## config.mk

```make
export PLATFORM = sky130hd
export DESIGN_NAME = mem_arbiter_flat
export DESIGN_NICKNAME = d
export VERILOG_FILES = /design/src/hw/ualink_pkg.sv /design/src/hw/mem_port_if.sv /design/src/hw/mem_arbiter.sv /design/src/flat_wrapper.sv
export SDC_FILE = /design/constraint.sdc
export NUM_CORES = 1
export LEC_CHECK = 0
export BUFFER_PORTS_ARGS = -buffer_cell sky130_fd_sc_hd__buf_2
export CORE_AREA = 4 4 158 160
export DETAILED_ROUTE_END_ITERATION = 10
export DIE_AREA = 0 0 162 164
export HOLD_SLACK_MARGIN = 0.15
export SETUP_SLACK_MARGIN = 0.5
export SKIP_CTS_REPAIR_TIMING = 1
export SLEW_MARGIN = 20
export SYNTH_ARGS = -nofsm -noshare
export SYNTH_HDL_FRONTEND = slang
export SYNTH_SLANG_ARGS = --single-unit
```

## constraint.sdc

```tcl
create_clock -name axi_aclk -period 3.3 [get_ports axi_aclk]
set_clock_uncertainty 0.15 [all_clocks]
set_input_delay 0.165 -clock axi_aclk [delete_from_list [all_inputs] [get_ports axi_aclk]]
set_output_delay 0.165 -clock axi_aclk [all_outputs]
set_load 0.02 [all_outputs]
```

## src/hw/ualink_pkg.sv

```systemverilog
// shared widths, opcodes and the stream beat type for the command engine
// memory is 256 x 64, bursts are fixed at 8 words
// header opcode sits in bits 63:48, base address in bits 7:0

package ualink_pkg;

   localparam int data_w      = 64;
   localparam int addr_w      = 8;
   localparam int burst_words = 8;

   // header opcodes
   localparam logic [15:0] op_write = 16'h0245;
   localparam logic [15:0] op_read  = 16'h0145;

   // fifo depths as log2
   localparam int in_fifo_bits  = 5;  // 32 entries
   localparam int out_fifo_bits = 4;  // 16 entries

   typedef logic [data_w-1:0] data_t;
   typedef logic [addr_w-1:0] addr_t;
   typedef logic [15:0]       opcode_t;

   // one stream beat, payload of both fifos
   typedef struct packed {
      data_t data;
      logic  last;
   } beat_t;

endpackage

```

## src/hw/mem_port_if.sv

```systemverilog
// one requester's view of the shared memory port
// access happens when req and gnt are both high; read data follows a cycle later
// requester keeps req, addr and wdata stable until granted

`timescale 1ns/1ps

interface mem_port_if;

   logic              req;
   logic              we;
   ualink_pkg::addr_t addr;
   ualink_pkg::data_t wdata;
   logic              gnt;
   ualink_pkg::data_t rdata;

   modport requester (output req, we, addr, wdata, input gnt, rdata);
   modport arbiter   (input req, we, addr, wdata, output gnt, rdata);

endinterface

```

## src/hw/mem_arbiter.sv

```systemverilog
// round-robin between the write and the read engine on one ram port
// grant is combinational; write engine wins the first conflict after reset
// rdata goes back to both requesters, each knows when it is valid

`timescale 1ns/1ps

module mem_arbiter (
   input  logic              axi_aclk,
   input  logic              axi_resetn,
   mem_port_if.arbiter       wr_port,
   mem_port_if.arbiter       rd_port,
   output logic              ram_we,
   output ualink_pkg::addr_t ram_addr,
   output ualink_pkg::data_t ram_wdata,
   input  ualink_pkg::data_t ram_rdata
);

   logic prio_rd;  // 1 when the read side has priority
   logic wr_gnt;
   logic rd_gnt;

   assign wr_gnt = wr_port.req & (~rd_port.req | ~prio_rd);
   assign rd_gnt = rd_port.req & (~wr_port.req |  prio_rd);

   assign wr_port.gnt = wr_gnt;
   assign rd_port.gnt = rd_gnt;

   // mux the winner onto the ram
   assign ram_we    = (wr_gnt & wr_port.we) | (rd_gnt & rd_port.we);
   assign ram_addr  = rd_gnt ? rd_port.addr  : wr_port.addr;
   assign ram_wdata = rd_gnt ? rd_port.wdata : wr_port.wdata;

   assign wr_port.rdata = ram_rdata;
   assign rd_port.rdata = ram_rdata;

   always_ff @(posedge axi_aclk) begin
      if (!axi_resetn)
         prio_rd <= 1'b0;
      else if (wr_gnt)
         prio_rd <= 1'b1;
      else if (rd_gnt)
         prio_rd <= 1'b0;
   end

endmodule

```

## src/flat_wrapper.sv

```systemverilog
// flat-port wrapper written by rule: the top's interface ports become plain ports
module mem_arbiter_flat 
  (axi_aclk, axi_resetn, ram_we, ram_addr, ram_wdata, ram_rdata, wr_port_req, wr_port_we, wr_port_addr, wr_port_wdata, wr_port_gnt, wr_port_rdata, rd_port_req, rd_port_we, rd_port_addr, rd_port_wdata, rd_port_gnt, rd_port_rdata);
  mem_port_if wr_port_i ();
  mem_port_if rd_port_i ();
  input  logic axi_aclk;
  input  logic axi_resetn;
  output logic ram_we;
  output ualink_pkg::addr_t ram_addr;
  output ualink_pkg::data_t ram_wdata;
  input  ualink_pkg::data_t ram_rdata;
  input wire logic [$bits(wr_port_i.req)-1:0] wr_port_req;
  input wire logic [$bits(wr_port_i.we)-1:0] wr_port_we;
  input wire logic [$bits(wr_port_i.addr)-1:0] wr_port_addr;
  input wire logic [$bits(wr_port_i.wdata)-1:0] wr_port_wdata;
  output wire logic [$bits(wr_port_i.gnt)-1:0] wr_port_gnt;
  output wire logic [$bits(wr_port_i.rdata)-1:0] wr_port_rdata;
  input wire logic [$bits(rd_port_i.req)-1:0] rd_port_req;
  input wire logic [$bits(rd_port_i.we)-1:0] rd_port_we;
  input wire logic [$bits(rd_port_i.addr)-1:0] rd_port_addr;
  input wire logic [$bits(rd_port_i.wdata)-1:0] rd_port_wdata;
  output wire logic [$bits(rd_port_i.gnt)-1:0] rd_port_gnt;
  output wire logic [$bits(rd_port_i.rdata)-1:0] rd_port_rdata;
  assign wr_port_i.req = wr_port_req;
  assign wr_port_i.we = wr_port_we;
  assign wr_port_i.addr = wr_port_addr;
  assign wr_port_i.wdata = wr_port_wdata;
  assign wr_port_gnt = wr_port_i.gnt;
  assign wr_port_rdata = wr_port_i.rdata;
  assign rd_port_i.req = rd_port_req;
  assign rd_port_i.we = rd_port_we;
  assign rd_port_i.addr = rd_port_addr;
  assign rd_port_i.wdata = rd_port_wdata;
  assign rd_port_gnt = rd_port_i.gnt;
  assign rd_port_rdata = rd_port_i.rdata;
  mem_arbiter u_core (.axi_aclk(axi_aclk), .axi_resetn(axi_resetn), .wr_port(wr_port_i), .rd_port(rd_port_i), .ram_we(ram_we), .ram_addr(ram_addr), .ram_wdata(ram_wdata), .ram_rdata(ram_rdata));
endmodule
```

==> qor.yml <==
status: "complete, no violations"
areaGrowthSynthToFinish_pct: 23.2
ant_nets: 0
core_area_um2: 23400
slowest_delay_ps: 470
diodes: 0
yosysWarnings: 0
wl_mm: 8.22
maxSlewViolCount: 0
rows: 56
die_h_um: 164
ios: 417
initial_core_util: 0.0935
largest_reg_flops: 1
synth_area_per_cell_um2: 10.2
drc_errors: 0
crit_arrival_ps: 1690
min_path_type: "in2out"
drt_first_pass_iters: 3
clk_latency_ps: 0
path_clk_slew_ps: 0
syn_area_um2: 2190
hp-start: "ram_rdata[43]"
finalSetupViolations: 0
slew-limit-headroom: 0.687
p_seq_frac: 0.029
finalCriticalPeriod_ps: 2000
first_global_vias: 1729
power.density_nw_per_um2: 174
grt_usage: 0.0518
hold_violations: 0
numPortBuffers: 224
tns_ps: 0
synth_cell_types: 11
syn_inst: 215
worstMarginPinSlew_ps: 469
crit_required_ps: 2980
placed_cells: 625
leakagePower_nw: 1.55
grt_overflow: 0
timing.fmax_mhz: 500
clock_power_share: 0
design_area_um2: 2700
ys_ff_latch: 1
critPathKind: "reg2out"
critPathLaunch: "u_core.prio_rd$_SDFFE_PN0P_"
drive_gt1_frac: 0.980
p_int_uw: 251
rsz0062_at_grt: "no"
total_power_uw: 469
path_cells: "nand2b_4 -> nand2_4 -> buf_4 -> mux2_4 -> buf_2"
drt_iter0_markers: 22
cap_violations: 0
p_sw_uw: 218
dieArea_um2: 26600
post-route-period-util: 0.607
nets: 522
ys_seq_area_frac: 0.00915
crit_path_end_kind: "primary output"
vias: 1718
grt_max_degree: 38
peakVddDrop_mv: 0.0436
fin_util: 0.115
crit_slowest_cell: "buf_4"
n_fill_cell: 2735
combPwrFrac: 0.971
grt_pass1_wl_mm: 10.6
via_per_inst: 2.75
dp_hpwl_mm: 7.48
wl_per_cell_um: 13.1
swShare: 0.465
timing.reg2reg.setup_slack_ps: 2490
reg2reg_from: "u_core.prio_rd$_SDFFE_PN0P_"
reg2reg_depth: 2
multi_input_area_um2: 1120
die_w_um: 162
reg_top3: "u_core.prio_rd (1)"
startpoint_type: "flop"
crit_fanout: 25
placedInstanceArea_um2: 2700
min_path_cells: 0
largest_register: "u_core.prio_rd"
antenna_found_initial: 2
fin_cells: 625
seq_area_um2: 20.0
syn_nets: 429
finalWeightedCongestion: 0.560
## path summary, 6_finish.rpt
check                                      to
setup / recovery                ram_wdata[24]
hold / removal              rd_port_rdata[43]
setup reg to reg  u_core.prio_rd$_SDFFE_PN0P_
hold reg to reg   u_core.prio_rd$_SDFFE_PN0P_
## cell usage after synthesis
cell | number | area [um2]
buf_4 | 128 | 961
mux2_4 | 69 | 1040
buf_6 | 7 | 78.8
mux2_2 | 3 | 33.8
a21boi_0 | 2 | 15.0
a22o_1 | 1 | 8.76
dfxtp_1 | 1 | 20.0
inv_1 | 1 | 3.75
nand2_4 | 1 | 11.3
nand2b_1 | 1 | 6.26
nand2b_4 | 1 | 13.8
## routing by layer
layer / GRT usage / up-vias / share of wire
met5: 0 / - / 0
met4: 0.0246 / 0 / 0.051
met3: 0.0216 / 55 / 0.16
met2: 0.0928 / 188 / 0.47
met1: 0.0523 / 706 / 0.32
li1: - / 769 / -
## cells in the final DEF, fill, tap and decap left out
cell type and instances:
mux2_4 69, buf_2 224, a22o_1 1, inv_1 1, mux2_2 3, a21boi_0 2, nand2b_4 1, buf_12 1
buf_4 1, nand2_4 1, nand2b_1 1, dfxtp_1 1
## critical path: cells and delay by family, from the launching register on
| family | cells | cell delay, ps |
|---|---|---|
| and+or+nand+nor | 2 | 380 |
| DFF | 1 | 290 |
| muxes | 1 | 350 |
| buffers and inverters | 2 | 630 |
## power by group through the flow
stage / sequential [mW] / combinational (mW) / clock, mW
finish: 0.0138 / 0.455 / 0
global route: 0.0140 / 0.488 / 0
CTS: 0.0138 / 0.467 / 0
detailed placement: 0.0139 / 0.466 / 0
global placement: 0.0138 / 0.462 / 0
floorplan: 0.0137 / 0.515 / 0
## through the flow
| stage | hold WS, ps | setup slack, ps |
|---|---|---|
| floorplan | 169 | 1770 |
| global placement | 180 | 1280 |
| detailed placement | 180 | 1240 |
| CTS | 180 | 1250 |
| global route | 180 | 1190 |
| finish | 180 | 1300 |
## kinds of logic (layout without fill, tap and decap cells)
group	after synthesis	count (layout)	share of synthesized area
AND/OR/NAND/NOR	3	3	0.0143
buffers and inverters	136	227	0.477
flip-flops	1	1	0.00915
multiplexers	72	72	0.489
AO/OA/AOI/OAI	3	3	0.0109
## final cells by class
class                           count  area share
Inverter                            1     0.00139
Multi-Input combinational cell     78       0.417
Sequential cell                     1     0.00742
Tap cell                          319       0.148
Timing Repair Buffer              226       0.426
(Power assumes the default switching activity.)
