--- src/hw/ualink_pkg.sv ---
// shared widths, opcodes and the stream beat type for the command engine
// memory is 256 x 64, bursts are fixed at 8 words
// header opcode sits in bits 63:48, base address in bits 7:0

package ualink_pkg;

   localparam int data_w      = 64;
   localparam int addr_w      = 8;
   localparam int burst_words = 8;

   // header opcodes
   localparam logic [15:0] op_write = 16'h0245;
   localparam logic [15:0] op_read  = 16'h0145;

   // fifo depths as log2
   localparam int in_fifo_bits  = 5;  // 32 entries
   localparam int out_fifo_bits = 4;  // 16 entries

   typedef logic [data_w-1:0] data_t;
   typedef logic [addr_w-1:0] addr_t;
   typedef logic [15:0]       opcode_t;

   // one stream beat, payload of both fifos
   typedef struct packed {
      data_t data;
      logic  last;
   } beat_t;

endpackage

--- src/hw/mem_port_if.sv ---
// one requester's view of the shared memory port
// access happens when req and gnt are both high; read data follows a cycle later
// requester keeps req, addr and wdata stable until granted

`timescale 1ns/1ps

interface mem_port_if;

   logic              req;
   logic              we;
   ualink_pkg::addr_t addr;
   ualink_pkg::data_t wdata;
   logic              gnt;
   ualink_pkg::data_t rdata;

   modport requester (output req, we, addr, wdata, input gnt, rdata);
   modport arbiter   (input req, we, addr, wdata, output gnt, rdata);

endinterface

--- src/hw/mem_read_engine.sv ---
// issues burst_words reads from rd_base and pushes the words to the egress fifo
// a read is only issued while the fifo keeps three free entries beyond
// the word still in flight, so a push never meets a full fifo
// rd_start is only legal while rd_busy is low

`timescale 1ns/1ps

module mem_read_engine (
   input  logic                                axi_aclk,
   input  logic                                axi_resetn,
   input  logic                                rd_start,
   input  ualink_pkg::addr_t                   rd_base,
   output logic                                rd_busy,
   mem_port_if.requester                       mem,
   input  logic [ualink_pkg::out_fifo_bits:0]  out_free,
   output logic                                push,
   output ualink_pkg::beat_t                   push_beat
);

   ualink_pkg::addr_t addr_q;
   logic [3:0]        issue_cnt;  // reads granted
   logic [3:0]        ret_cnt;    // words pushed
   logic              pend;       // read data arrives this cycle
   logic              space_ok;

   assign space_ok  = (out_free >= (pend ? 4 : 3));
   assign mem.req   = rd_busy && (issue_cnt < ualink_pkg::burst_words) && space_ok;
   assign mem.we    = 1'b0;
   assign mem.addr  = addr_q;
   assign mem.wdata = '0;

   assign push           = pend;
   assign push_beat.data = mem.rdata;
   assign push_beat.last = (ret_cnt == ualink_pkg::burst_words - 1);

   always_ff @(posedge axi_aclk) begin
      if (!axi_resetn) begin
         rd_busy   <= 1'b0;
         addr_q    <= '0;
         issue_cnt <= '0;
         ret_cnt   <= '0;
         pend      <= 1'b0;
      end else begin
         pend <= mem.req && mem.gnt;  // matches the ram's one-cycle latency
         if (rd_start) begin
            rd_busy   <= 1'b1;
            addr_q    <= rd_base;
            issue_cnt <= '0;
            ret_cnt   <= '0;
         end else begin
            if (mem.req && mem.gnt) begin
               addr_q    <= addr_q + 1'b1;
               issue_cnt <= issue_cnt + 1'b1;
            end
            if (push) begin
               ret_cnt <= ret_cnt + 1'b1;
               if (push_beat.last) rd_busy <= 1'b0;
            end
         end
      end
   end

endmodule

--- src/flat_wrapper.sv ---
// flat-port wrapper written by rule: the top's interface ports become plain ports
module mem_read_engine_flat 
  (axi_aclk, axi_resetn, rd_start, rd_base, rd_busy, out_free, push, push_beat, mem_req, mem_we, mem_addr, mem_wdata, mem_gnt, mem_rdata);
  mem_port_if mem_i ();
  input  logic axi_aclk;
  input  logic axi_resetn;
  input  logic rd_start;
  input  ualink_pkg::addr_t rd_base;
  output logic rd_busy;
  input  logic [ualink_pkg::out_fifo_bits:0] out_free;
  output logic push;
  output ualink_pkg::beat_t push_beat;
  output wire logic [$bits(mem_i.req)-1:0] mem_req;
  output wire logic [$bits(mem_i.we)-1:0] mem_we;
  output wire logic [$bits(mem_i.addr)-1:0] mem_addr;
  output wire logic [$bits(mem_i.wdata)-1:0] mem_wdata;
  input wire logic [$bits(mem_i.gnt)-1:0] mem_gnt;
  input wire logic [$bits(mem_i.rdata)-1:0] mem_rdata;
  assign mem_req = mem_i.req;
  assign mem_we = mem_i.we;
  assign mem_addr = mem_i.addr;
  assign mem_wdata = mem_i.wdata;
  assign mem_i.gnt = mem_gnt;
  assign mem_i.rdata = mem_rdata;
  mem_read_engine u_core (.axi_aclk(axi_aclk), .axi_resetn(axi_resetn), .rd_start(rd_start), .rd_base(rd_base), .rd_busy(rd_busy), .mem(mem_i), .out_free(out_free), .push(push), .push_beat(push_beat));
endmodule
--- config.mk ---
export PLATFORM = sky130hd
export DESIGN_NAME = mem_read_engine_flat
export DESIGN_NICKNAME = d
export VERILOG_FILES = /design/src/hw/ualink_pkg.sv /design/src/hw/mem_port_if.sv /design/src/hw/mem_read_engine.sv /design/src/flat_wrapper.sv
export SDC_FILE = /design/constraint.sdc
export NUM_CORES = 1
export LEC_CHECK = 0
export BUFFER_PORTS_ARGS = -buffer_cell sky130_fd_sc_hd__buf_4
export CAP_MARGIN = 20
export CORE_AREA = 4 4 85 87
export CTS_CLUSTER_SIZE = 8
export DETAILED_ROUTE_END_ITERATION = 10
export DIE_AREA = 0 0 89 91
export PLACE_DENSITY = 0.76
export RECOVER_POWER = 100
export SLEW_MARGIN = 40
export SYNTH_ARGS = -nofsm -noshare
export SYNTH_HDL_FRONTEND = slang
export SYNTH_SLANG_ARGS = --single-unit
--- constraint.sdc ---
create_clock -name axi_aclk -period 4.63 [get_ports axi_aclk]
set_input_delay 0.926 -clock axi_aclk [delete_from_list [all_inputs] [get_ports axi_aclk]]
set_output_delay 0.926 -clock axi_aclk [all_outputs]
set_load 0.02 [all_outputs]
==> flow_summary.toml, run 1 <==
[global_routing]
overflow = 0
grt_usage_pct = 8.23
grt_pass1_vias = 1060
antenna_found_initial = 0
met1_usage_pct = 8.71
grt_most_used_layer = "met2"
grt_max_degree = 20
grt.met2_usage_pct = 12.3
grt_pass1_wl_mm = 5.33
met3_usage_pct = 3.08

[sta]
finalSetupViolCount = 0
fin_skew_ns = 0.00252
rsz0062_at_grt = "no"
min_period_ns = 3.76
tightest_slew_ns = 1.07
hold_ws_ns = 0.486
setup_tns_ns = 0
slew_violations = 0
max_freq_ghz = 0.266
fin_crit_sh_pct = 81.2
hold_violations = 0
fin_ws_ns = 0.873
relSlewSlack_pct = 28.6

[floorplanning]
coreArea_mm2 = 0.00635
die_area_mm2 = 0.00810
ios = 222
die_w_um = 89
die_h_um = 91
initial_core_util_pct = 30.6
rows = 29

[layout]
final_cells = 280
fin_nets = 292
drive_gt1_share_pct = 10.3
syn_to_final_growth_pct = -23.7
antenna-diode-count = 0

[worst_setup_path]
crit_path_start_kind = "input pin"
path_class = "in2out"
slowest_stage = "a211oi_2"
crit_chain = "clkbuf_4 > ha_1 > or3_4 > a211oi_2 > nor4b_1 > buf_4"
worstPathMaxFanout = 19
cp.arrival_ns = 2.83
required_ns = 3.70
max_stage_delay_ns = 0.88
cp-end-kind = "output port"

[power_and_ir_drop]
peakVddDrop_uv = 83.9
switchingPower_mw = 0.137
p_int_mw = 0.241
p_leak_nw = 0.650
p_comb_share_pct = 26.9
p_total_mw = 0.378
cellPowerDensity_mw_per_mm2 = 255
sw_frac_of_total_pct = 36.2
p_clk_share_pct = 28.4
seqPwrFrac_pct = 44.7

[synth]
yosysWarnings = 0
synth-seq-cells = 18
ys.flop_type = "dfxtp_1"
synthCells = 243
yosysUniqueCellTypes = 35
avgSynthCellArea_um2 = 8.01
synth-edff-count = 0
async_flop_share_pct = 0
synth.cell_area_mm2 = 0.00195
seq_area_frac_synth_pct = 18.5

[detailed_routing]
vias_per_cell = 4.21
drc = 0
dr.pass1.iters = 3
wl_per_cell_um = 12.7
ant_nets = 0
wl_mm = 3.55
num_vias = 1180
drt_iter0_drc = 88

[place]
gp_congestion = 0.731
dp_hpwl_mm = 2.83
dp.cells = 277
numPortBuffers = 28
post-place-ws_ns = 1.16

[min_path]
hp-class = "reg2reg"

[flow_run]
drv_cap = 0

[clock_tree]
cts_buffer_depth = 2
insertion_delay_ns = 0.25
cts_sinks = 18
cts_inserted_buffers = 3
cts_setup_buffers = 0
ctsResizeCount = 0
cts_root_buf = "clkbuf_8"
clk_pin_slew_ns = 0.07
h-tree-depth = 1
cts_tree = "built"
holdBufCountCts = 0

[run_status]
status = "finished clean"
## placed cells by master (no fill, tap or decap), types with 2 or more instances in the layout
master / netlist / layout
conb_1: 1 / 65
dfxtp_1: 18 / 18
buf_4: 130 / 15
clkbuf_1: 3 / 12
o21ai_0: 9 / 11
a31oi_1: 7 / 7
nand2_1: 6 / 6
nor2_1: 6 / 6
ha_1: 6 / 6
o31ai_1: 5 / 5
or4_1: 5 / 5
inv_1: 4 / 4
a21oi_1: 4 / 4
nand4_1: 4 / 4
nor3_1: 3 / 3
and3_1: 3 / 3
or3_1: 3 / 3
nand3_1: 3 / 3
clkbuf_8: 0 / 3
nor4_1: 2 / 2
nor2b_1: 2 / 2
xor2_1: 2 / 2
## path summary, 6_finish.rpt
kind                       startpoint                   to  slack (ns)  cells past startpoint
setup / recovery          out_free[2]              mem_req        0.87                      6
hold / removal    u_core.issue_cnt[2]  u_core.issue_cnt[2]        0.49                      2
setup reg to reg          u_core.push   u_core.mem.addr[1]        2.08                      6
hold reg to reg   u_core.issue_cnt[2]  u_core.issue_cnt[2]        0.49                      2
## synthesized netlist by cell type, drive strengths merged, types with 2 or more instances
cell	instances	area, um2
buf	132	986
dfxtp	18	360
o21ai	12	60.1
a31oi	7	43.8
ha	6	75.1
nand2	6	22.5
nor2	6	22.5
o31ai	5	37.5
or4	5	37.5
a21oi	4	20.0
inv	4	15.0
nand4	4	25.0
or3	4	30.0
and3	3	18.8
clkbuf	3	11.3
nand3	3	15.0
nor3	3	15.0
nor2b	2	12.5
nor4	2	12.5
xor2	2	17.5
## per-layer routing
| layer | wire length (um) | vias up |
|---|---|---|
| met2 | 1630 | 68 |
| met1 | 1210 | 529 |
| li1 | - | 549 |
| met5 | 0 | - |
| met3 | 481 | 34 |
| met4 | 217 | 0 |
## critical path: cells and delay by family
family | cells | cell delay [ns]
compound gates | 1 | 0.88
fa+ha+maj | 1 | 0.20
buf+inv | 2 | 0.33
simple gates | 2 | 0.49
## power by group through the flow
stage          clock (mW)  sequential (mW)  combinational [mW]
6_report            0.107            0.169               0.102
5_1_grt             0.116            0.171               0.111
4_1_cts             0.109            0.169               0.107
3_5_place_dp            0            0.173               0.107
3_3_place_gp            0            0.173               0.106
2_1_floorplan           0            0.178               0.196
## flip-flops by register name, indices dropped and copies added (netlist names)
| signal | cells |
|---|---|
| u_core.push | 1 |
| u_core.mem.addr | 8 |
| u_core.ret_cnt | 4 |
| u_core.issue_cnt | 4 |
| u_core.rd_busy | 1 |
## stage by stage
stage          instance area [um2]  util (%)
5_1_grt                       1480      23.4
3_5_place_dp                  1500      23.5
4_1_cts                       1540      24.2
6_report                      1480      23.4
3_3_place_gp                  1500      23.5
2_1_floorplan                 2190         -
## cell type report
class,instances,area (um2)
tap,77,96.3
timing repair buffer,28,165
clock buffer,3,41.3
fill,692,4870
sequential,18,360
multi-input combinational,150,806
inverter,4,15.0
## cell families (layout without fill, tap and decap cells)
group | after synthesis | count (layout) | share of synthesized area (%)
simple gates | 43 | 43 | 12.9
mux | 1 | 1 | 0.514
compound gates | 32 | 32 | 10.7
fa+ha+maj | 6 | 6 | 3.86
other cells | 1 | 65 | 0.193
buf+inv | 139 | 35 | 52.0
flops | 18 | 18 | 18.5
xor+xnor | 3 | 3 | 1.35
Power figures use the tool's default switching activity.
==> run 2, diff against run 1 <==
CORE_AREA = not set   (was 4 4 85 87)
CORE_MARGIN = 4   (was not set)
CORE_UTILIZATION = 31   (was not set)
DIE_AREA = not set   (was 0 0 89 91)
PLACE_DENSITY = 0.81   (was 0.76)
clock period = 3.1 ns   (was 4.63 ns; I/O delays follow)
==> run 2 against run 1 <==
Effect of this change:
- core utilization up 1.8 points
- routed wire length is essentially flat
- register-to-register slack worse by 1.3 ns
- count of clock-buffer cells in the layout grew 1
- largest cell class unchanged
- largest power group unchanged
==> flow_summary.toml, run 2 (synthesis results as in run 1) <==
[worst_setup_path]
required_ns = 2.48
crit_chain = "inv_1 > ha_1 > nand2b_1 > a211oi_4 > nor4b_1 > clkbuf_1"
reg2reg_setup_slack_ns = 0.81
r2r_end = "u_core.mem.addr[3]"
cp.arrival_ns = 1.99
slowest_stage = "dfxtp_1"
r2r_cells = 6
rr_startpoint = "u_core.push"
cp-end-kind = "output port"
max_stage_delay_ns = 0.49
path_buf_inv = 2
cp_top_family = "flip-flops"
path_class = "reg2out"
crit_path_start_kind = "flop"
worstPathMaxFanout = 8

[layout]
largest_reg_flops = 8
final_common_cell = "conb_1"
fill_cells = 674
antenna-diode-count = 0
syn_to_final_growth_pct = -22.6
final_cell_mix = "conb_1, dfxtp_1, buf_4"
fin_area_mm2 = 0.00151
drive_gt1_share_pct = 10.7
fin_nets = 293

[floorplanning]
rows = 28
coreArea_mm2 = 0.00599
die_h_um = 87.2
ios = 222
initial_core_util_pct = 32.5
die_area_mm2 = 0.00761
die_w_um = 87.2

[clock_tree]
cts_root_buf = "clkbuf_8"
clk_pin_slew_ns = 0.08
cts_tree = "built"
holdBufCountCts = 0
cts_sinks = 18
insertion_delay_ns = 0.26
cts_setup_buffers = 0
ctsResizeCount = 0
h-tree-depth = 1
cts_inserted_buffers = 3
cts_buffer_depth = 2

[place]
post_dp_cell_area_mm2 = 0.00150
gp_congestion = 0.803
dp_hpwl_mm = 2.85
numPortBuffers = 28

[sta]
tightest_slew_ns = 0.642
max_freq_ghz = 0.383
fin_skew_ns = 0.0119
fin_crit_sh_pct = 84.1
slew_violations = 0
rsz0062_at_grt = "no"
relSlewSlack_pct = 56.9
finalSetupViolCount = 0
setup_tns_ns = 0
min_period_ns = 2.61
hold_violations = 0

[detailed_routing]
dr_wl_met2_mm = 1.66
drt_iter0_drc = 50
wl_met1_mm = 1.12
ant_nets = 0
wl_per_cell_um = 12.7
dr.pass1.iters = 4
route.met3.wl_um = 603
vias_per_cell = 4.30
wl_mm = 3.54
dr.max_layer_used = "met4"
drc = 0
num_vias = 1205

[power_and_ir_drop]
peakVddDrop_uv = 170
p_comb_share_pct = 25.5
p_leak_nw = 0.659
cellPowerDensity_mw_per_mm2 = 399
seqPwrFrac_pct = 42.0
sw_frac_of_total_pct = 35.6
p_int_mw = 0.388
switchingPower_mw = 0.214
p_clk_share_pct = 32.4

[global_routing]
grt_pass1_vias = 1021
antenna_found_initial = 0
grt_max_degree = 19
grt_usage_pct = 8.12
grt_pass1_wl_mm = 4.86
overflow = 0

[min_path]
hold_start = "u_core.issue_cnt[2]"
min_delay_path_depth = 2
hp-class = "reg2reg"
hold_end = "u_core.issue_cnt[2]"

[run_status]
status = "finished clean"

[flow_run]
drv_cap = 0
==> run 2: cell count changes in the layout (fill, tap and decap cells not counted), sizes merged <==
cell / before / now
clkbuf: 16 / 17
buf: 15 / 16
==> run 2: final cells by class <==
class                           instances  area (um2)  area share [%]
Clock buffer                            4        55.1            3.65
Inverter                                4        15.0           0.997
Multi-Input combinational cell        150         813            54.0
Sequential cell                        18         360            23.9
Tap cell                               75        93.8            6.23
Timing Repair Buffer                   29         169            11.2
==> run 2: power by group through the flow <==
stage | Combinational, mW | Clock (mW) | Sequential [mW]
final | 0.154 | 0.195 | 0.253
after global routing | 0.167 | 0.209 | 0.255
after CTS | 0.161 | 0.203 | 0.253
after detailed placement | 0.160 | 0 | 0.259
after global placement | 0.158 | 0 | 0.258
after floorplan | 0.293 | 0 | 0.265
==> run 2: metrics by stage <==
step / utilization [%] / hold slack [ns] / worst slack, ns / cells / power [mW]
6_report: 25.1 / 0.479 / 0.492 / 280 / 0.602
5_1_grt: 25.1 / 0.501 / 0.304 / 280 / 0.630
3_3_place_gp: 25.0 / 0.459 / 0.719 / 276 / 0.416
4_1_cts: 26.0 / 0.480 / 0.529 / 280 / 0.617
3_5_place_dp: 25.0 / 0.469 / 0.677 / 276 / 0.419
2_1_floorplan: - / 0.448 / 0.249 / 307 / 0.559
==> run 2: worst max path at each step <==
| stage | from | end | slack, ns | depth (start not counted) |
|---|---|---|---|---|
| 3_5_place_dp | out_free[2] | u_core.mem.addr[3] | 0.68 | 6 |
| 2_1_floorplan | u_core.push | mem_req | 0.25 | 7 |
| 5_1_grt | u_core.push | mem_req | 0.30 | 6 |
| 4_1_cts | u_core.push | mem_req | 0.53 | 6 |
| 3_3_place_gp | out_free[2] | mem_req | 0.72 | 6 |
| 6_report | u_core.push | mem_req | 0.49 | 6 |
==> run 2: per-layer routing <==
metal  GRT usage (%)  up-vias
met5               0        -
met4            5.30        0
met3            4.82       32
met2            12.6       96
met1            8.19      530
li1                -      547
==> run 2: worst register-to-register path: cells and delay by family (launching register included) <==
kind / cells / cell delay (ns)
adders and majority gates: 1 / 0.29
and+or+nand+nor: 3 / 1.17
AOI/OAI and AO/OA: 1 / 0.17
DFF: 1 / 0.49
buffers and inverters: 1 / 0.11
