**src/hw/ualink_pkg.sv**
```systemverilog
// shared widths, opcodes and the stream beat type for the command engine
// memory is 256 x 64, bursts are fixed at 8 words
// header opcode sits in bits 63:48, base address in bits 7:0

package ualink_pkg;

   localparam int data_w      = 64;
   localparam int addr_w      = 8;
   localparam int burst_words = 8;

   // header opcodes
   localparam logic [15:0] op_write = 16'h0245;
   localparam logic [15:0] op_read  = 16'h0145;

   // fifo depths as log2
   localparam int in_fifo_bits  = 5;  // 32 entries
   localparam int out_fifo_bits = 4;  // 16 entries

   typedef logic [data_w-1:0] data_t;
   typedef logic [addr_w-1:0] addr_t;
   typedef logic [15:0]       opcode_t;

   // one stream beat, payload of both fifos
   typedef struct packed {
      data_t data;
      logic  last;
   } beat_t;

endpackage

```
**src/hw/pkt_dispatch.sv**
```systemverilog
// decodes the header beat at the ingress fifo head and hands out jobs
// a read header waits in the fifo until both engines are idle,
// which keeps reads ordered behind earlier writes
// write beats past burst_words and all beats of unknown opcodes are dropped

`timescale 1ns/1ps

module pkt_dispatch (
   input  logic              axi_aclk,
   input  logic              axi_resetn,
   input  ualink_pkg::beat_t head,
   input  logic              empty,
   output logic              pop,
   output logic              wr_start,
   output ualink_pkg::addr_t wr_base,
   output logic              wr_valid,
   output ualink_pkg::data_t wr_data,
   input  logic              wr_ready,
   input  logic              wr_busy,
   output logic              rd_start,
   output ualink_pkg::addr_t rd_base,
   input  logic              rd_busy
);

   typedef enum logic [1:0] {st_idle, st_write, st_drop, st_read_wait} state_t;

   state_t              state;
   state_t              state_next;
   logic [3:0]          beat_cnt;   // data beats forwarded in this packet
   ualink_pkg::opcode_t opcode;
   logic                room;

   assign opcode   = head.data[ualink_pkg::data_w-1 -: $bits(ualink_pkg::opcode_t)];
   assign wr_base  = head.data[ualink_pkg::addr_w-1:0];
   assign rd_base  = head.data[ualink_pkg::addr_w-1:0];
   assign wr_data  = head.data;
   assign room     = (beat_cnt < ualink_pkg::burst_words);

   always_comb begin
      state_next = state;
      pop        = 1'b0;
      wr_start   = 1'b0;
      wr_valid   = 1'b0;
      rd_start   = 1'b0;
      case (state)
         st_idle: begin
            if (!empty) begin
               if (opcode == ualink_pkg::op_write) begin
                  if (!wr_busy) begin  // previous burst fully written
                     pop      = 1'b1;
                     wr_start = 1'b1;
                     if (!head.last) state_next = st_write;
                  end
               end else if (opcode == ualink_pkg::op_read) begin
                  state_next = st_read_wait;
               end else begin
                  pop = 1'b1;
                  if (!head.last) state_next = st_drop;
               end
            end
         end
         st_write: begin
            if (!empty) begin
               if (room) begin
                  wr_valid = 1'b1;
                  pop      = wr_ready;
               end else begin
                  pop = 1'b1;  // excess beat
               end
               if (pop && head.last) state_next = st_idle;
            end
         end
         st_drop: begin
            if (!empty) begin
               pop = 1'b1;
               if (head.last) state_next = st_idle;
            end
         end
         st_read_wait: begin
            if (!wr_busy && !rd_busy) begin
               pop        = 1'b1;
               rd_start   = 1'b1;
               state_next = head.last ? st_idle : st_drop;
            end
         end
         default: state_next = st_idle;
      endcase
   end

   always_ff @(posedge axi_aclk) begin
      if (!axi_resetn) begin
         state    <= st_idle;
         beat_cnt <= '0;
      end else begin
         state <= state_next;
         if (wr_start)
            beat_cnt <= '0;
         else if (state == st_write && pop && room)
            beat_cnt <= beat_cnt + 1'b1;
      end
   end

endmodule

```
**config.mk**
```make
export PLATFORM = sky130hd
export DESIGN_NAME = pkt_dispatch
export DESIGN_NICKNAME = d
export VERILOG_FILES = /design/src/hw/ualink_pkg.sv /design/src/hw/pkt_dispatch.sv
export SDC_FILE = /design/constraint.sdc
export NUM_CORES = 1
export LEC_CHECK = 0
export BUFFER_PORTS_ARGS = -buffer_cell sky130_fd_sc_hd__buf_2
export CAP_MARGIN = 15
export CELL_PAD_IN_SITES_DETAIL_PLACEMENT = 0
export CELL_PAD_IN_SITES_GLOBAL_PLACEMENT = 1
export CORE_MARGIN = 1
export CORE_UTILIZATION = 19
export DETAILED_ROUTE_END_ITERATION = 6
export PLACE_DENSITY = 0.91
export RECOVER_POWER = 25
export SETUP_SLACK_MARGIN = 0.02
export SLEW_MARGIN = 20
export SYNTH_ARGS = -nofsm -noshare
export SYNTH_HDL_FRONTEND = slang
export SYNTH_SLANG_ARGS = --single-unit
```
**constraint.sdc**
```tcl
create_clock -name axi_aclk -period 2.1 [get_ports axi_aclk]
set_clock_uncertainty 0.1 [all_clocks]
set_input_delay 0.21 -clock axi_aclk [delete_from_list [all_inputs] [get_ports axi_aclk]]
set_output_delay 0.21 -clock axi_aclk [all_outputs]
set_load 0.01 [all_outputs]
```
==> summary.md, run 1 <==
| Metric | Value |
|---|---|
| Vias in the first global route | 628 |
| Fin crit period | 1798 ps |
| Mapped Nets | 204 |
| # diodes | 0 |
| Largest net degree at the start of global routing | 9 |
| Worst path slowest cell | or3_1 |
| CTS Buf Count | 3 |
| Synth Cell Area | 1056 µm² |
| CTS sink count | 6 |
| GRT overflow | 0 |
| Critical Path Start | state[1]$_SDFFE_PN0P_ |
| Die width | 76.55 µm |
| CTS tree | built |
| CP startpoint kind | register |
| Max Freq | 556.2 MHz |
| Core Area | 5238 µm² |
| Post-synth EDFFs | 0 |
| 1st-pass router iterations | 4 |
| Critical path's top delay family | simple AND/OR/NAND/NOR gates |
| WL final | 1.756 mm |
| Clk buf depth | 2 |
| Leakage | 0.3502 nW |
| CTS clk-pin slew, worst paths | 30 ps |
| Placer Congestion | 0.7790 |
| I/O pin cnt | 155 |
| ANT nets after route | 0 |
| Levels on crit path | 3 |
| # Max-Cap Violations | 0 |
| Worst R2R Setup Slack | 650 ps |
| Critical path, cell by cell | or3_1 -> nor3_1 -> buf_2 |
| CP endpoint | wr_start |
| Die Area | 5860 µm² |
| Hold Vio Cnt, Final | 0 |
| YS warnings | 0 |
| Final Max Tran Viols | 0 |
| Crit share post-route | 0.8562 |
| Final net count | 171 |
| Ys flop type | dfxtp_1 |
| Crit Path Class | reg2out |
| RR Startpoint | state[1]$_SDFFE_PN0P_ |
| Synth Instances | 132 |
| Overall routing resource usage | 0.05655 |
| Number of port buffers | 42 |
| DR vias | 641 |
| Critical path arrival | 1490 ps |
| Vias per inst | 3.838 |
| Slew headroom | 0.7365 |
| Setup-failing EPs final | 0 |
| Max FO, Critical Path | 7 |
| Run status | completed |
| Critical Path Max Stage Delay | 470 ps |
| First-pass GRT wire length | 2.608 mm |
| Starting Density | 0.2016 |
| Power per Cell Area | 466.6 nW/µm² |
| Register area share after synthesis | 0.1137 |
| Cell chosen for the clock root | clkbuf_8 |
| Crit Reg-Reg Endpoint | state[1]$_SDFFE_PN0P_ |
| Reg2reg path depth | 3 |
| Final core occ | 0.1517 |
| Area grow syn2layout | -24.76% |
| Post-detail-place hpwl | 1.539 mm |
| DR DRC count | 0 |
| Yosys top cell by area | buf_4 |
| Hold Buf Count CTS | 0 |
| CTS resizes | 0 |
| Post-DP Area | 753.2 µm² |
| Top post-synthesis cells by area | buf_4 57%, dfxtp_1 11%, nand3_1 2.8%, nor4b_2 2.8%, nor2_1 2.5% |
| Peak supply drop | 117.5 µV |
| WL/cell | 10.51 µm |
| Layout cells sized above 1 | 0.5567 |
| DR iter-0 viols | 10 |
| Worst-Skew Late Latency | 210 ps |
| Sum of negative setup slack | 0 ps |
| CP Data Required Time | 1790 ps |
| Final instance area | 794.5 µm² |
| CP Buf/Inv Count | 1 |
| Worst Hold Class | in2reg |
| Filler Cells Inserted | 590 |
| Die Y | 76.55 µm |
| Synth top area share | 0.5687 |
| Post-CTS setup buffer count | 0 |
| Yosys reg bits | 6 |
| Actual slew at the worst max-slew pin | 394.2 ps |
| Placement row count | 26 |
| H-tree levels | 1 |
| Setup crit end kind | output pin |
| RSZ-0062 raised after global routing | false |
| Initial antenna violation count | 0 |
| Distinct cell type count after synthesis | 31 |
| Mapped Avg Cell Area | 8.000 µm² |
| Asr flop ratio synth | 0 |
## sequential cells by signal, summed over array words and instances, names as in the netlist
signal    cells
beat_cnt      4
state         2
## cell families after synthesis
logic type               synth area share
AO/OA/AOI/OAI                     0.09125
adder cells (fa/ha/maj)           0.01185
flip-flops                         0.1137
XOR/XNOR                          0.01659
buffers and inverters              0.5758
AND/OR/NAND/NOR                    0.1908
## synthesized netlist by cell type, types with 2 or more instances
| cell | n |
|---|---|
| nand2_1 | 2 |
| nor4b_2 | 2 |
| o21ai_0 | 2 |
| dfxtp_1 | 6 |
| inv_1 | 2 |
| xor2_1 | 2 |
| nor2_1 | 7 |
| a21oi_1 | 2 |
| nand3_1 | 6 |
| buf_4 | 80 |
## tightest hold or removal path: stages
cell and delay (ps):
buf_2 130, o31ai_4 70, a21oi_1 40
## how the worst min path moves through the flow
stage                    start                       end  slack, ps  cells after the start
floorplan           axi_resetn  beat_cnt[1]$_SDFFE_PP0P_        240                      2
global placement      head[30]               wr_data[29]        320                      0
detailed placement    head[30]               wr_data[29]        320                      0
CTS                 axi_resetn  beat_cnt[1]$_SDFFE_PP0P_        190                      3
global route        axi_resetn  beat_cnt[3]$_SDFFE_PP0P_        200                      3
finish              axi_resetn  beat_cnt[1]$_SDFFE_PP0P_        190                      3
## routing by layer
metal | vias up | routed length (µm) | global-route usage
li1 | 292 | - | -
met1 | 290 | 632 | 0.04843
met2 | 45 | 844 | 0.09730
met3 | 14 | 189 | 0.01916
met4 | 0 | 89 | 0.06346
met5 | - | 0 | 0
## power breakdown
| group | leakage, nW | internal [mW] | switching, mW |
|---|---|---|---|
| clock | 0.0216 | 0.122 | 0.0403 |
| sequential | 0.0486 | 0.117 | 0.00414 |
| combinational | 0.280 | 0.0411 | 0.0458 |
## per-stage QoR
stage / power, mW / hold WS (ps) / std cells / worst slack (ps)
after floorplan: 0.3060 / 244.7 / 132 / 696.3
after global placement: 0.2104 / 320.1 / 164 / 404.3
after detailed placement: 0.2108 / 320.1 / 164 / 405.4
after CTS: 0.3778 / 191.4 / 167 / 290.4
after global routing: 0.3950 / 197.3 / 167 / 257.5
final: 0.3707 / 192.2 / 167 / 302.0
## area by class of cell
cell class | instances | area (µm²) | share of cell area
clock buffer | 3 | 41.29 | 0.05197
inverter | 2 | 7.507 | 0.009449
multi-input combinational | 44 | 327.8 | 0.4126
sequential | 6 | 120.1 | 0.1512
tap | 70 | 87.58 | 0.1102
timing repair buffer | 42 | 210.2 | 0.2646
## cell usage in the layout (no fill, tap or decap), types with 2 or more instances in the layout
master | netlist | final
nand2_1 | 2 | 2
nor2_1 | 7 | 7
a21oi_1 | 2 | 2
inv_1 | 2 | 2
xor2_1 | 2 | 2
buf_2 | 0 | 42
nand3_1 | 6 | 6
dfxtp_1 | 6 | 6
o21ai_0 | 2 | 2
nor4b_2 | 2 | 2
clkbuf_8 | 0 | 3
Power figures use the tool's default switching activity.
==> inputs of run 2 (changes only) <==
--- a/config.mk
+++ b/config.mk
@@ -10,8 +10,9 @@
 export CELL_PAD_IN_SITES_DETAIL_PLACEMENT = 0
 export CELL_PAD_IN_SITES_GLOBAL_PLACEMENT = 1
+export CORE_ASPECT_RATIO = 0.6
 export CORE_MARGIN = 1
-export CORE_UTILIZATION = 19
+export CORE_UTILIZATION = 18
 export DETAILED_ROUTE_END_ITERATION = 6
-export PLACE_DENSITY = 0.91
+export PLACE_DENSITY = 0.87
 export RECOVER_POWER = 25
 export SETUP_SLACK_MARGIN = 0.02
==> constraint.sdc (replaced) <==
create_clock -name axi_aclk -period 1.9 [get_ports axi_aclk]
set_clock_uncertainty 0.1 [all_clocks]
set_input_delay 0.095 -clock axi_aclk [delete_from_list [all_inputs] [get_ports axi_aclk]]
set_output_delay 0.095 -clock axi_aclk [all_outputs]
set_load 0.01 [all_outputs]
==> run 2 against run 1 <==
Effect of this change:
- clock-buffer cell count stayed put
- global-route usage is 0.34 points lower
- setup slack worse by 68 ps
- power is 14% higher
- sequential power is 11% higher
- utilization is 0.82 points lower
- final area is 1.6% higher
- combinational power is 12% higher
- first-iteration DRC count is 130% higher
- non-clock buffer count stayed put
- largest cell class unchanged
==> summary.md, run 2 (synthesized netlist as in run 1, its figures left out) <==
| Metric | Value |
|---|---|
| First-pass GRT wire length | 2.477 mm (-5.0%) |
| Pwr Total | 421.3 µW (+14%) |
| CTS Buf Count | 3 (unchanged) |
| Sum of negative setup slack | 0 ps (unchanged) |
| Peak supply drop | 107.0 µV (-8.9%) |
| M2 GR Usage | 0.07926 (-0.01804) |
| Slew headroom | 0.7525 (+0.01599) |
| Overall routing resource usage | 0.05312 (-0.003427) |
| DR DRC count | 0 (unchanged) |
| CP Data Required Time | 1700 ps (-90 ps) |
| Area grow syn2layout | -23.58% |
| GRT overflow | 0 (unchanged) |
| Clk buf depth | 2 (unchanged) |
| Setup-failing EPs final | 0 (unchanged) |
| Worst path slowest cell | or3_1 |
| Most Crowded Layer GR | met2 |
| Placement row count | 21 (-19%) |
| WL/cell | 9.367 µm (-11%) |
| Fin crit period | 1666 ps |
| Post-detail-place hpwl | 1.437 mm (-6.6%) |
| Critical path arrival | 1470 ps (-20 ps) |
| Die Y | 61.33 µm (-20%) |
| WL final | 1.658 mm (-5.6%) |
| Setup crit end kind | output pin |
| Die Area | 6187 µm² (+5.6%) |
| CP startpoint kind | register |
| Max reg flops | 4 (unchanged) |
| Max Freq | 600.2 MHz |
| Most frequent cells in the layout | 42 x buf_2, 7 x nor2_1, 6 x nand3_1, 6 x dfxtp_1, 3 x clkbuf_8 |
| Met3 Use GR | 0.02497 (+0.005810) |
| CTS resizes | 0 (unchanged) |
| Leakage | 0.3502 nW (unchanged) |
| CTS sink count | 6 (unchanged) |
| Core Area | 5623 µm² (+7.4%) |
| CTS clk-pin slew, worst paths | 40 ps (about the same) |
| ANT nets after route | 0 (unchanged) |
| Crit share post-route | 0.8769 |
| CTS tree | built |
| Cell chosen for the clock root | clkbuf_8 |
| Power per Cell Area | 522.0 nW/µm² (+12%) |
| Initial antenna violation count | 0 (unchanged) |
| Post-Layout Cell Count | 177 (+6.0%) |
| Final Max Tran Viols | 0 (unchanged) |
| Filler Cells Inserted | 657 (+11%) |
| Placer Congestion | 0.7256 (-6.9%) |
| # Max-Cap Violations | 0 (unchanged) |
| Critical Path Max Stage Delay | 470 ps (about the same) |
| Run status | completed |
| Actual slew at the worst max-slew pin | 370.3 ps (-23.93 ps) |
| Worst-Skew Late Latency | 220 ps (about the same) |
| Starting Density | 0.1878 (-0.01382) |
| 1st-pass router iterations | 3 (-1) |
| RSZ-0062 raised after global routing | false |
| I/O pin cnt | 155 (unchanged) |
| Number of port buffers | 42 (unchanged) |
| Vias in the first global route | 571 (-9.1%) |
| Crit Path Class | reg2out |
| Largest Register | beat_cnt |
| Final core occ | 0.1435 (-0.008171) |
| # diodes | 0 (unchanged) |
| Layout cells sized above 1 | 0.5567 (unchanged) |
| DR vias | 658 (+2.7%) |
| DR iter-0 viols | 23 (+13) |
| Max FO, Critical Path | 7 (unchanged) |
| Final instance area | 807.0 µm² (+1.6%) |
| Hold Buf Count CTS | 0 (unchanged) |
| Top Registers | beat_cnt: 4 flops, state: 2 flops |
| Commonest non-fill, non-tap cell in the layout | buf_2 |
| Final net count | 171 (unchanged) |
| Vias per inst | 3.718 (-3.1%) |
| Placed Cells | 174 (+6.1%) |
| Critical path, cell by cell | or3_1 -> o211ai_1 -> buf_2 |
| Largest net degree at the start of global routing | 9 (unchanged) |
| H-tree levels | 1 (unchanged) |
| Hold Vio Cnt, Final | 0 (unchanged) |
| Die width | 100.9 µm (+32%) |
| Post-DP Area | 765.7 µm² (+1.7%) |
| Worst Hold Class | in2reg |
| Post-CTS setup buffer count | 0 (unchanged) |
| Grt met1 use | 0.05695 (+0.008516) |
run 2: cell counts in the layout (fill, tap and decap cells not counted):
No cell type changed its count.
run 2: critical path, delay by kind of cell, from the launching register on:
family                 cells  cell delay, ps
and+or+nand+nor            1             470
DFF                        1             360
AOI/OAI and AO/OA          1             240
buffers and inverters      1             170
run 2: stage by stage:
step	setup WS (ps)	hold WS (ps)
global route	155.6	85.31
global placement	406.1	90.07
detailed placement	384.7	90.07
finish	233.8	69.21
floorplan	527.0	129.7
CTS	186.7	66.59
run 2: layout make-up:
type,count,area (µm²),area share
inverter,2,7.507,0.009302
timing repair buffer,42,210.2,0.2605
clock buffer,3,41.29,0.05116
sequential,6,120.1,0.1488
tap,80,100.1,0.1240
multi-input combinational,44,327.8,0.4062
run 2: path summary, 6_finish.rpt:
check	to	slack (ps)	cells after the start	startpoint
worst max register to register	state[1]$_SDFFE_PN0P_	440	4	state[0]$_SDFFE_PN0P_
worst max-delay path	pop	230	3	state[1]$_SDFFE_PN0P_
worst min register to register	beat_cnt[1]$_SDFFE_PP0P_	370	2	beat_cnt[1]$_SDFFE_PP0P_
worst min-delay path	beat_cnt[3]$_SDFFE_PP0P_	70	3	axi_resetn
run 2: metal layers:
| layer | up-vias | part of all wire |
|---|---|---|
| li1 | 292 | - |
| met1 | 307 | 0.44 |
| met2 | 51 | 0.42 |
| met3 | 8 | 0.097 |
| met4 | 0 | 0.037 |
| met5 | - | 0 |
run 2: power by group:
| group | internal, mW | leakage (nW) | switching [mW] | total [mW] |
|---|---|---|---|---|
| Clock | 0.136 | 0.0216 | 0.0540 | 0.190 |
| Sequential | 0.129 | 0.0486 | 0.00481 | 0.134 |
| Combinational | 0.0454 | 0.280 | 0.0517 | 0.0971 |
